==> config.mk <==
export PLATFORM = sky130hd
export DESIGN_NAME = samcoupe_asic
export DESIGN_NICKNAME = d
export VERILOG_FILES = /design/src/samcoupe_pkg.sv /design/src/asic_port_regs.sv /design/src/mem_page_map.sv /design/src/midi_tx_timer.sv /design/src/lpt_dac_mixer.sv /design/src/samcoupe_asic.sv
export VERILOG_INCLUDE_DIRS = /design/src /design/src/src
export SDC_FILE = /design/constraint.sdc
export NUM_CORES = 1
export LEC_CHECK = 0
export BUFFER_PORTS_ARGS = -buffer_cell sky130_fd_sc_hd__buf_2
export CORE_MARGIN = 4
export CORE_UTILIZATION = 40
export DETAILED_ROUTE_END_ITERATION = 8
export PLACE_DENSITY_LB_ADDON = 0.05
export SETUP_SLACK_MARGIN = 0.15
export SYNTH_ARGS = -nofsm -noshare
export SYNTH_HDL_FRONTEND = slang
export SYNTH_SLANG_ARGS = --single-unit
==> constraint.sdc <==
create_clock -name clk_sys -period 2.6 [get_ports clk_sys]
set_clock_uncertainty 0.15 [all_clocks]
set_input_delay 0.39 -clock clk_sys [delete_from_list [all_inputs] [get_ports clk_sys]]
set_output_delay 0.39 -clock clk_sys [all_outputs]
set_load 0.005 [all_outputs]
==> src/samcoupe_cfg.svh <==
`ifndef SAMCOUPE_CFG_SVH
`define SAMCOUPE_CFG_SVH

// ========================================
// Bus and datapath widths
// ========================================
`define SAMC_DATA_W        8
`define SAMC_ADDR_W        16
`define SAMC_PAGE_W        9
`define SAMC_AUDIO_W       16

// ========================================
// I/O port numbers, low address byte
// ========================================
`define SAMC_PORT_LMPR     8'hFA
`define SAMC_PORT_HMPR     8'hFB
`define SAMC_PORT_BRDR     8'hFE
`define SAMC_PORT_STAT     8'hF9
`define SAMC_PORT_MIDI     8'hFD
`define SAMC_PORT_LPTD     8'hE8
`define SAMC_PORT_LPTS     8'hE9
`define SAMC_PORT_EXTC     8'h80
`define SAMC_PORT_EXTD     8'h81

// MIDI timing, counted in 1 MHz ticks
`define SAMC_CE_1M_DIV     96
`define SAMC_TICK_W        7
`define SAMC_MIDI_TX_TICKS 319
`define SAMC_MIDI_INT_TICK 15
`define SAMC_TIMER_W       9

`endif

==> src/samcoupe_pkg.sv <==
`default_nettype none

package samcoupe_pkg;

	`include "samcoupe_cfg.svh"

	// ========================================
	// CPU I/O request
	// ========================================
	typedef struct packed {
		logic                    write;
		logic [`SAMC_ADDR_W-1:0] addr;
		logic [`SAMC_DATA_W-1:0] data;
	} io_req_t;

	// Low memory page register, port FA
	typedef struct packed {
		logic       write_protect;
		logic       rom1_on;
		logic       rom0_off;
		logic [4:0] page;
	} lmpr_t;

	// High memory page register, port FB
	typedef struct packed {
		logic       ext_ram;
		logic [1:0] mode3_hi;
		logic [4:0] page;
	} hmpr_t;

	// One written byte, seen as either paging register
	typedef union packed {
		lmpr_t lmpr;
		hmpr_t hmpr;
	} mpr_u;

	// Mapper result for the current CPU address
	typedef struct packed {
		logic [`SAMC_PAGE_W-1:0] page;
		logic                    rom0_sel;
		logic                    rom1_sel;
		logic                    write_protect;
	} mem_map_t;

	// Parallel port write strobes with their byte
	typedef struct packed {
		logic                    data_wr;
		logic                    stb_wr;
		logic [`SAMC_DATA_W-1:0] data;
	} lpt_wr_t;

endpackage

`default_nettype wire

==> src/asic_port_regs.sv <==
`timescale 1ns/1ps
`default_nettype none
`include "samcoupe_cfg.svh"

module asic_port_regs
	import samcoupe_pkg::*;
(
	input  wire                     clk_sys,
	input  wire                     reset,
	input  wire                     io_req_valid,
	input  wire io_req_t            io_req,
	input  wire                     midi_pending,
	input  wire                     midi_int,
	output logic                    io_req_ready,
	output logic                    io_rsp_valid,
	output logic [`SAMC_DATA_W-1:0] io_rsp_data,
	output lmpr_t                   lmpr,
	output hmpr_t                   hmpr,
	output logic [`SAMC_DATA_W-1:0] ext_c,
	output logic [`SAMC_DATA_W-1:0] ext_d,
	output logic [3:0]              border_colour,
	output logic                    ear,
	output lpt_wr_t                 lpt_wr,
	output logic                    midi_wr
);

	logic [7:0]              port;
	logic                    sel_lmpr;
	logic                    sel_hmpr;
	logic                    sel_brdr;
	logic                    sel_stat;
	logic                    sel_midi;
	logic                    sel_lptd;
	logic                    sel_lpts;
	logic                    sel_extc;
	logic                    sel_extd;
	logic                    accept;
	logic                    wr_acc;
	logic                    rd_acc;
	mpr_u                    wr_mpr;
	logic [`SAMC_DATA_W-1:0] brdr;
	logic [`SAMC_DATA_W-1:0] rd_data;

	// ========================================
	// Decode and handshake
	// ========================================
	assign port     = io_req.addr[7:0];
	assign sel_lmpr = (port == `SAMC_PORT_LMPR);
	assign sel_hmpr = (port == `SAMC_PORT_HMPR);
	assign sel_brdr = (port == `SAMC_PORT_BRDR);
	assign sel_stat = (port == `SAMC_PORT_STAT);
	assign sel_midi = (port == `SAMC_PORT_MIDI);
	assign sel_lptd = (port == `SAMC_PORT_LPTD);
	assign sel_lpts = (port == `SAMC_PORT_LPTS);
	assign sel_extc = (port == `SAMC_PORT_EXTC);
	assign sel_extd = (port == `SAMC_PORT_EXTD);

	// MIDI byte waits while the previous one is still pending
	assign io_req_ready = !(io_req.write && sel_midi && midi_pending);
	assign accept       = io_req_valid && io_req_ready;
	assign wr_acc       = accept && io_req.write;
	assign rd_acc       = accept && !io_req.write;

	// Same byte viewed as LMPR or HMPR
	assign wr_mpr = io_req.data;

	// ========================================
	// Register storage
	// ========================================
	always_ff @(posedge clk_sys) begin
		if (reset) begin
			lmpr         <= '0;
			hmpr         <= '0;
			brdr         <= '0;
			io_rsp_valid <= 1'b0;
		end else begin
			io_rsp_valid <= rd_acc;
			if (wr_acc && sel_lmpr) begin
				lmpr <= wr_mpr.lmpr;
			end
			if (wr_acc && sel_hmpr) begin
				hmpr <= wr_mpr.hmpr;
			end
			if (wr_acc && sel_brdr) begin
				brdr <= io_req.data;
			end
		end
	end

	// External RAM pages and read data
	always_ff @(posedge clk_sys) begin
		if (wr_acc && sel_extc) begin
			ext_c <= io_req.data;
		end
		if (wr_acc && sel_extd) begin
			ext_d <= io_req.data;
		end
		if (rd_acc) begin
			io_rsp_data <= rd_data;
		end
	end

	// Read mux, unmapped ports float high
	always_comb begin
		rd_data = 8'hFF;
		if (sel_lmpr) begin
			rd_data = lmpr;
		end else if (sel_hmpr) begin
			rd_data = hmpr;
		end else if (sel_stat) begin
			// Only the MIDI interrupt is live, active low
			rd_data = {3'b111, ~midi_int, 4'b1111};
		end else if (sel_lptd || sel_lpts) begin
			rd_data = 8'h00;
		end
	end

	assign border_colour = {brdr[5], brdr[2:0]};
	assign ear           = brdr[4];

	// Strobes to the audio and MIDI blocks
	assign lpt_wr.data_wr = wr_acc && sel_lptd;
	assign lpt_wr.stb_wr  = wr_acc && sel_lpts;
	assign lpt_wr.data    = io_req.data;
	assign midi_wr        = wr_acc && sel_midi;

endmodule

`default_nettype wire

==> src/mem_page_map.sv <==
`timescale 1ns/1ps
`default_nettype none
`include "samcoupe_cfg.svh"

module mem_page_map
	import samcoupe_pkg::*;
(
	input  wire [`SAMC_ADDR_W-1:0] mem_addr,
	input  wire lmpr_t             lmpr,
	input  wire hmpr_t             hmpr,
	input  wire [`SAMC_DATA_W-1:0] ext_c,
	input  wire [`SAMC_DATA_W-1:0] ext_d,
	output mem_map_t               mem_map
);

	logic [1:0] quad;
	logic [4:0] lmpr_next;
	logic [4:0] hmpr_next;

	assign quad = mem_addr[15:14];

	// Odd quadrants use the following page, wraps within 32
	assign lmpr_next = lmpr.page + 5'd1;
	assign hmpr_next = hmpr.page + 5'd1;

	// ========================================
	// Page select per quadrant
	// ========================================
	always_comb begin
		if (hmpr.ext_ram && quad[1]) begin
			// External RAM covers the upper half
			mem_map.page = quad[0] ? {1'b1, ext_d} : {1'b1, ext_c};
		end else begin
			case (quad)
				2'd0:    mem_map.page = {4'd0, lmpr.page};
				2'd1:    mem_map.page = {4'd0, lmpr_next};
				2'd2:    mem_map.page = {4'd0, hmpr.page};
				default: mem_map.page = {4'd0, hmpr_next};
			endcase
		end
	end

	// ROM overlays and write protect
	always_comb begin
		mem_map.rom0_sel      = !lmpr.rom0_off && (quad == 2'd0);
		mem_map.rom1_sel      = lmpr.rom1_on && (quad == 2'd3);
		mem_map.write_protect = lmpr.write_protect && (quad == 2'd0);
	end

endmodule

`default_nettype wire

==> src/midi_tx_timer.sv <==
`timescale 1ns/1ps
`default_nettype none
`include "samcoupe_cfg.svh"

module midi_tx_timer (
	input  wire  clk_sys,
	input  wire  reset,
	input  wire  midi_wr,
	output logic midi_pending,
	output logic midi_tx,
	output logic midi_int
);

	localparam logic [`SAMC_TIMER_W-1:0] TX_LOAD = `SAMC_MIDI_TX_TICKS;
	localparam logic [`SAMC_TIMER_W-1:0] INT_AT  = `SAMC_MIDI_INT_TICK;
	localparam logic [`SAMC_TICK_W-1:0]  DIV_END = `SAMC_CE_1M_DIV - 1;

	logic [`SAMC_TICK_W-1:0]  div_cnt;
	logic                     tick;
	logic [`SAMC_TIMER_W-1:0] tx_time;

	// ========================================
	// 1 MHz tick from clk_sys
	// ========================================
	assign tick = (div_cnt == DIV_END);

	always_ff @(posedge clk_sys) begin
		if (reset) begin
			div_cnt <= '0;
		end else if (tick) begin
			div_cnt <= '0;
		end else begin
			div_cnt <= div_cnt + 1'b1;
		end
	end

	// ========================================
	// Transmit timer
	// ========================================
	always_ff @(posedge clk_sys) begin
		if (reset) begin
			tx_time      <= '0;
			midi_pending <= 1'b0;
			midi_tx      <= 1'b0;
			midi_int     <= 1'b0;
		end else begin
			if (tick) begin
				if (tx_time != '0) begin
					tx_time <= tx_time - 1'b1;
					// Interrupt near the end of the byte
					if (tx_time == INT_AT) begin
						midi_int <= 1'b1;
					end
				end else begin
					midi_tx  <= 1'b0;
					midi_int <= 1'b0;
					// Idle, start the waiting byte if any
					if (midi_pending) begin
						midi_tx      <= 1'b1;
						tx_time      <= TX_LOAD;
						midi_pending <= 1'b0;
					end
				end
			end
			if (midi_wr) begin
				midi_pending <= 1'b1;
			end
		end
	end

endmodule

`default_nettype wire

==> src/lpt_dac_mixer.sv <==
`timescale 1ns/1ps
`default_nettype none
`include "samcoupe_cfg.svh"

module lpt_dac_mixer
	import samcoupe_pkg::*;
(
	input  wire                      clk_sys,
	input  wire                      reset,
	input  wire lpt_wr_t             lpt_wr,
	input  wire                      ear,
	output logic [`SAMC_AUDIO_W-1:0] audio_l,
	output logic [`SAMC_AUDIO_W-1:0] audio_r
);

	logic [`SAMC_DATA_W-1:0] lpt_data;
	logic [`SAMC_DATA_W-1:0] dac_l;
	logic [`SAMC_DATA_W-1:0] dac_r;
	logic                    old_stb;

	// DAC scaled near full range plus EAR at a quarter, then /8
	function automatic logic [`SAMC_AUDIO_W-1:0] mix_sample(
		input logic [`SAMC_DATA_W-1:0] dac,
		input logic                    ear_bit
	);
		logic [18:0] sum;
		sum = 19'(dac) * 19'd1028 + (ear_bit ? 19'd131072 : 19'd0);
		return sum[18:3];
	endfunction

	// ========================================
	// Parallel port latches
	// ========================================
	always_ff @(posedge clk_sys) begin
		if (reset) begin
			lpt_data <= '0;
			dac_l    <= '0;
			dac_r    <= '0;
			old_stb  <= 1'b0;
		end else begin
			if (lpt_wr.data_wr) begin
				lpt_data <= lpt_wr.data;
			end
			if (lpt_wr.stb_wr) begin
				// Rising strobe loads left, falling loads right
				if (!old_stb && lpt_wr.data[0]) begin
					dac_l <= lpt_data;
				end
				if (old_stb && !lpt_wr.data[0]) begin
					dac_r <= lpt_data;
				end
				old_stb <= lpt_wr.data[0];
			end
		end
	end

	// Audio mix
	assign audio_l = mix_sample(dac_l, ear);
	assign audio_r = mix_sample(dac_r, ear);

endmodule

`default_nettype wire

==> src/samcoupe_asic.sv <==
`timescale 1ns/1ps
`default_nettype none
`include "samcoupe_cfg.svh"

module samcoupe_asic
	import samcoupe_pkg::*;
(
	input  wire                           clk_sys,
	input  wire                           reset,
	input  wire                           io_req_valid,
	input  wire io_req_t                  io_req,
	output logic                          io_req_ready,
	output logic                          io_rsp_valid,
	output logic [`SAMC_DATA_W-1:0]       io_rsp_data,
	input  wire  [`SAMC_ADDR_W-1:0]       mem_addr,
	output mem_map_t                      mem_map,
	output logic [3:0]                    border_colour,
	output logic [`SAMC_AUDIO_W-1:0]      audio_l,
	output logic [`SAMC_AUDIO_W-1:0]      audio_r,
	output logic                          midi_tx,
	output logic                          midi_int
);

	lmpr_t                   lmpr;
	hmpr_t                   hmpr;
	logic [`SAMC_DATA_W-1:0] ext_c;
	logic [`SAMC_DATA_W-1:0] ext_d;
	logic                    ear;
	lpt_wr_t                 lpt_wr;
	logic                    midi_wr;
	logic                    midi_pending;

	// Port decode and register file
	asic_port_regs u_port_regs (
		.clk_sys       (clk_sys),
		.reset         (reset),
		.io_req_valid  (io_req_valid),
		.io_req        (io_req),
		.midi_pending  (midi_pending),
		.midi_int      (midi_int),
		.io_req_ready  (io_req_ready),
		.io_rsp_valid  (io_rsp_valid),
		.io_rsp_data   (io_rsp_data),
		.lmpr          (lmpr),
		.hmpr          (hmpr),
		.ext_c         (ext_c),
		.ext_d         (ext_d),
		.border_colour (border_colour),
		.ear           (ear),
		.lpt_wr        (lpt_wr),
		.midi_wr       (midi_wr)
	);

	mem_page_map u_page_map (
		.mem_addr (mem_addr),
		.lmpr     (lmpr),
		.hmpr     (hmpr),
		.ext_c    (ext_c),
		.ext_d    (ext_d),
		.mem_map  (mem_map)
	);

	midi_tx_timer u_midi (
		.clk_sys      (clk_sys),
		.reset        (reset),
		.midi_wr      (midi_wr),
		.midi_pending (midi_pending),
		.midi_tx      (midi_tx),
		.midi_int     (midi_int)
	);

	// EAR and stereo DAC into the audio outputs
	lpt_dac_mixer u_audio (
		.clk_sys (clk_sys),
		.reset   (reset),
		.lpt_wr  (lpt_wr),
		.ear     (ear),
		.audio_l (audio_l),
		.audio_r (audio_r)
	);

endmodule

`default_nettype wire

# After elaboration in Yosys (flattened, before gate mapping)
# Cells that the tools add are included.
[totals]
register_bits = 91
wordCells = 99
[classes]
add_sub_neg = 6
multipliers = 2
n_eq_ne = 16
n_mux = 16
bitwise_logic = 2
reduce_logical = 36
[op_table]
columns = ["operator", "n"]
rows = [
  ["8-bit equality test, second input constant", 9],
  ["8-bit two-way mux", 5],
  ["8-bit by 9-bit multiplier with 17-bit output, second input constant", 2],
  ["9-bit two-way mux", 3],
  ["19-bit by 18-bit adder with 19-bit output", 1],
  ["19-bit adder", 1],
  ["1-bit logical AND", 19],
  ["18-bit two-way mux", 1],
  ["5-bit one-hot mux with 3 select lines", 1],
  ["2-bit AND reduction", 6],
  ["5-bit by 1-bit adder with 5-bit output, second input constant", 2],
  ["9-bit by 4-bit equality test with 1-bit output, second input constant", 1],
  ["9-bit nonzero test", 1],
  ["9-bit by 1-bit subtractor with 9-bit output, second input constant", 1],
  ["7-bit by 1-bit adder with 7-bit output, second input constant", 1],
  ["7-bit equality test, second input constant", 1],
  ["1-bit two-way mux", 6],
  ["1-bit logical NOT", 5],
  ["2-bit equality test, second input constant", 2],
  ["2-bit != test, second input constant", 2],
  ["2-bit nonzero test", 2],
  ["2-bit by 1-bit equality test with 1-bit output, second input constant", 1],
  ["2-bit logical NOT", 1],
  ["1-bit inverter", 2],
  ["2 further kinds", 2],
]

# Depth between registers and ports, before layout
[logic_depth]
ltp_word = 9
depth_mapped = 8
mapped_depth_nobuf = 7

# Modules after synthesis
# From an unflattened synthesis, not the netlist that was laid out.
[unflattened]
cells_unflattened = 432
hier_area_um2 = 4578.1
[by_module_without_submodules]
columns = ["mod", "n_inst", "cells_per_inst", "area_per_inst_um2", "seq_area_each_um2"]
rows = [
  ["asic_port_regs", 1, 167, 2069.5, 1161.1],
  ["lpt_dac_mixer", 1, 107, 1126.1, 500.5],
  ["midi_tx_timer", 1, 100, 963.4, 380.4],
  ["mem_page_map", 1, 58, 419.2, 0.0],
]

# Least setup slack after synthesis
# No wires, ideal clock.
[synth_timing]
path_kind = "input -> output"
startpoint = "input mem_addr[14]"
endpoint = "output mem_map[4] (netlist bit)"
arrival_ns = 1.769
required_ns = 2.060
slack_ns = 0.291
path_stages = 7
path_buffers = 1
path_cell_list = "clkbuf_1 -> nand2b_1 -> mux2_2 -> ha_1 -> mux2_2 -> nand2_1 -> o21ai_0"
[synth_lines]
columns = ["element", "line", "text"]
rows = [
  ["start: declaration", "samcoupe_asic.sv:15", "input wire [`SAMC_ADDR_W-1:0] mem_addr,"],
  ["end: declaration", "samcoupe_asic.sv:16", "output mem_map_t mem_map,"],
]

==> results.ini <==
[status]
status=completed

[critical_path]
cp.required_ns=2.06
cp.arrival_ns=1.79
worstSetupPathType=reg2out
crit_fanout=5
worstSetupStartpointType=flop
cp-end-kind=output port

[die]
fp-row-count=36
io_pins=104
die_x_microns=110
coreArea_sq_um=9950
start_util_pct=41.7
dieArea_sq_um=12100
die_h_microns=110

[synthesis]
netlist_area_sq_um=4150
yosysSeqAreaShare_pct=49.2
yosys_warnings=0
synth_top_cell_area_share_pct=31.8
synthArstFlopShare_pct=0
synthCells=399
synthFlopType=dfxtp_1
yosys.area.top_type=dfxtp_1
synth_edf_count=24
synth_cell_types=49
ys_ff_latch=90
synth_area_leaders=dfxtp_1 32%, edfxtp_1 17%, mux2i_1 14%
syn_avg_cell_area_sq_um=10.4
syn-num-nets=449

[global_route]
gr-total-overflow=0
antenna_found_initial=0
grt_pass1_wl_microns=15400
grt_pass1_vias=3059
grt_max_degree=28
grt_usage_pct=16.6

[timing]
setup-tns-final_ns=0
clock.fmax_ghz=0.430
rsz0062_at_grt=no
relSlewSlack_pct=52.7
fin_crit_ns=2.33
timing.final.crit_share_pct=89.5
finalHoldViolations=0
maxSlewViolCount=0
worst_slew_pin_slew_ns=0.708
setup_viol=0

[placement]
dp_hpwl_microns=6870
dp_cells=598
gp_congestion=0.790
io_buffers=81

[finish]
layout-drive-gt1-share_pct=27.8
syn2layout_area_growth_pct=18.4
nets=527
fin_util_pct=49.4
seqCellArea_sq_um=2050
fin_cells=616
multi_input_area_sq_um=1920
fill_cells=961

[power]
leakagePower_nw=2.00
p_per_area_nw_per_um2=538
peakVddDrop_mv=0.240

[route]
wl_per_cell_microns=15.3
ant_nets=0
vias=3126
drc=0
drtIter0Drc=133
viasPerCell=5.07
drt_wl_total_microns=9430
drt_pass1_iterations=4

[clocking]
cts_tree=yes
insertion_delay_ns=0.35
h-tree-depth=3
clk_pin_slew_worst_paths_ns=0.09
hold_buffers=0
clockBufferDepth=2
cts_sinks=90
cts_buffers=9
cts_root_buf=clkbuf_8

[job]
maxCapViolations=0

[hold_path]
hp-class=in2reg

## worst paths after layout
| path | startpoint | end | slack [ns] | cells after the start |
|---|---|---|---|---|
| hold reg to reg | u_midi.div_cnt[0] | u_midi.div_cnt[0] | 0.31 | 1 |
| setup reg to reg | u_midi.tx_time[0] | u_midi.tx_time[5] | 0.34 | 7 |
| hold / removal | io_req[4] | u_port_regs.ext_c[4] | 0.17 | 1 |
| setup / recovery | u_port_regs.lmpr[1] | mem_map[4] | 0.27 | 6 |
## cells by family (layout without fill, tap and decap cells)
| group | after synthesis | count (layout) | synth area share (%) |
|---|---|---|---|
| and+or+nand+nor | 142 | 142 | 19.3 |
| DFF | 90 | 90 | 49.2 |
| muxes | 60 | 60 | 14.6 |
| AOI/OAI and AO/OA | 53 | 53 | 8.16 |
| buffers and inverters | 37 | 120 | 4.70 |
| xor gates and xnor gates | 11 | 11 | 2.32 |
| adders and majority gates | 6 | 6 | 1.81 |
| other | 0 | 1 | 0 |
## area by class of cell
class                   instances  area share (%)
flip-flops and latches         90            41.7
multi-input cells             272            39.1
inverters                       7           0.534
clock buffers                  10            2.80
well taps                     133            3.39
repair buffers                 97            10.7
diodes                          1          0.0509
clock inverters                 6            1.81
## stage by stage
stage | instance area (sq um) | worst slack [ns] | hold WS [ns] | total power, mW
floorplan | 4150 | 0.291 | 0.282 | 1.55
global placement | 4670 | 0.222 | 0.299 | 1.62
detailed placement | 4670 | 0.219 | 0.301 | 1.62
CTS | 4900 | 0.155 | 0.157 | 2.68
global route | 4910 | 0.157 | 0.146 | 2.76
finish | 4920 | 0.274 | 0.172 | 2.64
## layer usage
| metal | wire length [microns] | vias to the layer above | global-route usage (%) |
|---|---|---|---|
| li1 | - | 1571 | - |
| met1 | 4480 | 1469 | 22.5 |
| met3 | 492 | 6 | 4.46 |
| met4 | 82 | 0 | 3.83 |
| met2 | 4380 | 80 | 26.3 |
| met5 | 0 | - | 0 |
## synth_stat cells (5+ instances only)
master	n
a211oi_1	9
a21oi_1	11
buf_4	12
clkbuf_1	13
dfxtp_1	66
edfxtp_1	24
ha_1	6
inv_1	7
mux2i_1	57
nand2_1	14
nand4_1	5
nor2_1	66
nor2b_1	9
nor3_1	8
nor4_4	5
o21ai_0	18
xnor2_1	5
xor2_1	6
## worst max-delay path, stage by stage (launching register included)
cell and delay (ns):
dfxtp_2 0.35, mux2_2 0.27, ha_2 0.26, mux2_2 0.26
nand2_1 0.06, o21ai_0 0.09, buf_2 0.15
## layout by cell type (no fill, tap or decap), types with 8 or more instances in the layout
cell type and n:
a211oi_1 9, a21oi_1 11, buf_2 81, buf_4 16
clkbuf_8 10, dfxtp_1 63, edfxtp_1 24, mux2i_1 57
nand2_1 13, nor2_1 66, nor2b_1 9, nor3_1 8
o21ai_0 18
## timing repair
item	4_1_cts	5_1_grt
setup endpoints to repair	1	2
gates resized for setup	1	5
buffers inserted	0	1
## report_power, final
part | internal [mW] | total [mW] | switching [mW]
Combinational | 0.0442 | 0.132 | 0.0875
Sequential | 1.44 | 1.45 | 0.00475
Clock | 0.570 | 1.06 | 0.493
Total | 2.06 | 2.64 | 0.585
## state kept, by name, summed over array words and instances, names as in the netlist, 5 cells and up
signal / flops
u_port_regs.ext_c: 8
u_audio.lpt_data: 8
u_port_regs.ext_d: 8
u_port_regs.io_rsp_data: 8
u_port_regs.lmpr: 8
u_audio.dac_l: 8
u_midi.div_cnt: 7
u_port_regs.hmpr: 8
u_audio.dac_r: 8
u_port_regs.brdr: 5
u_midi.tx_time: 9
No activity file was read; power rests on OpenSTA's default activity.
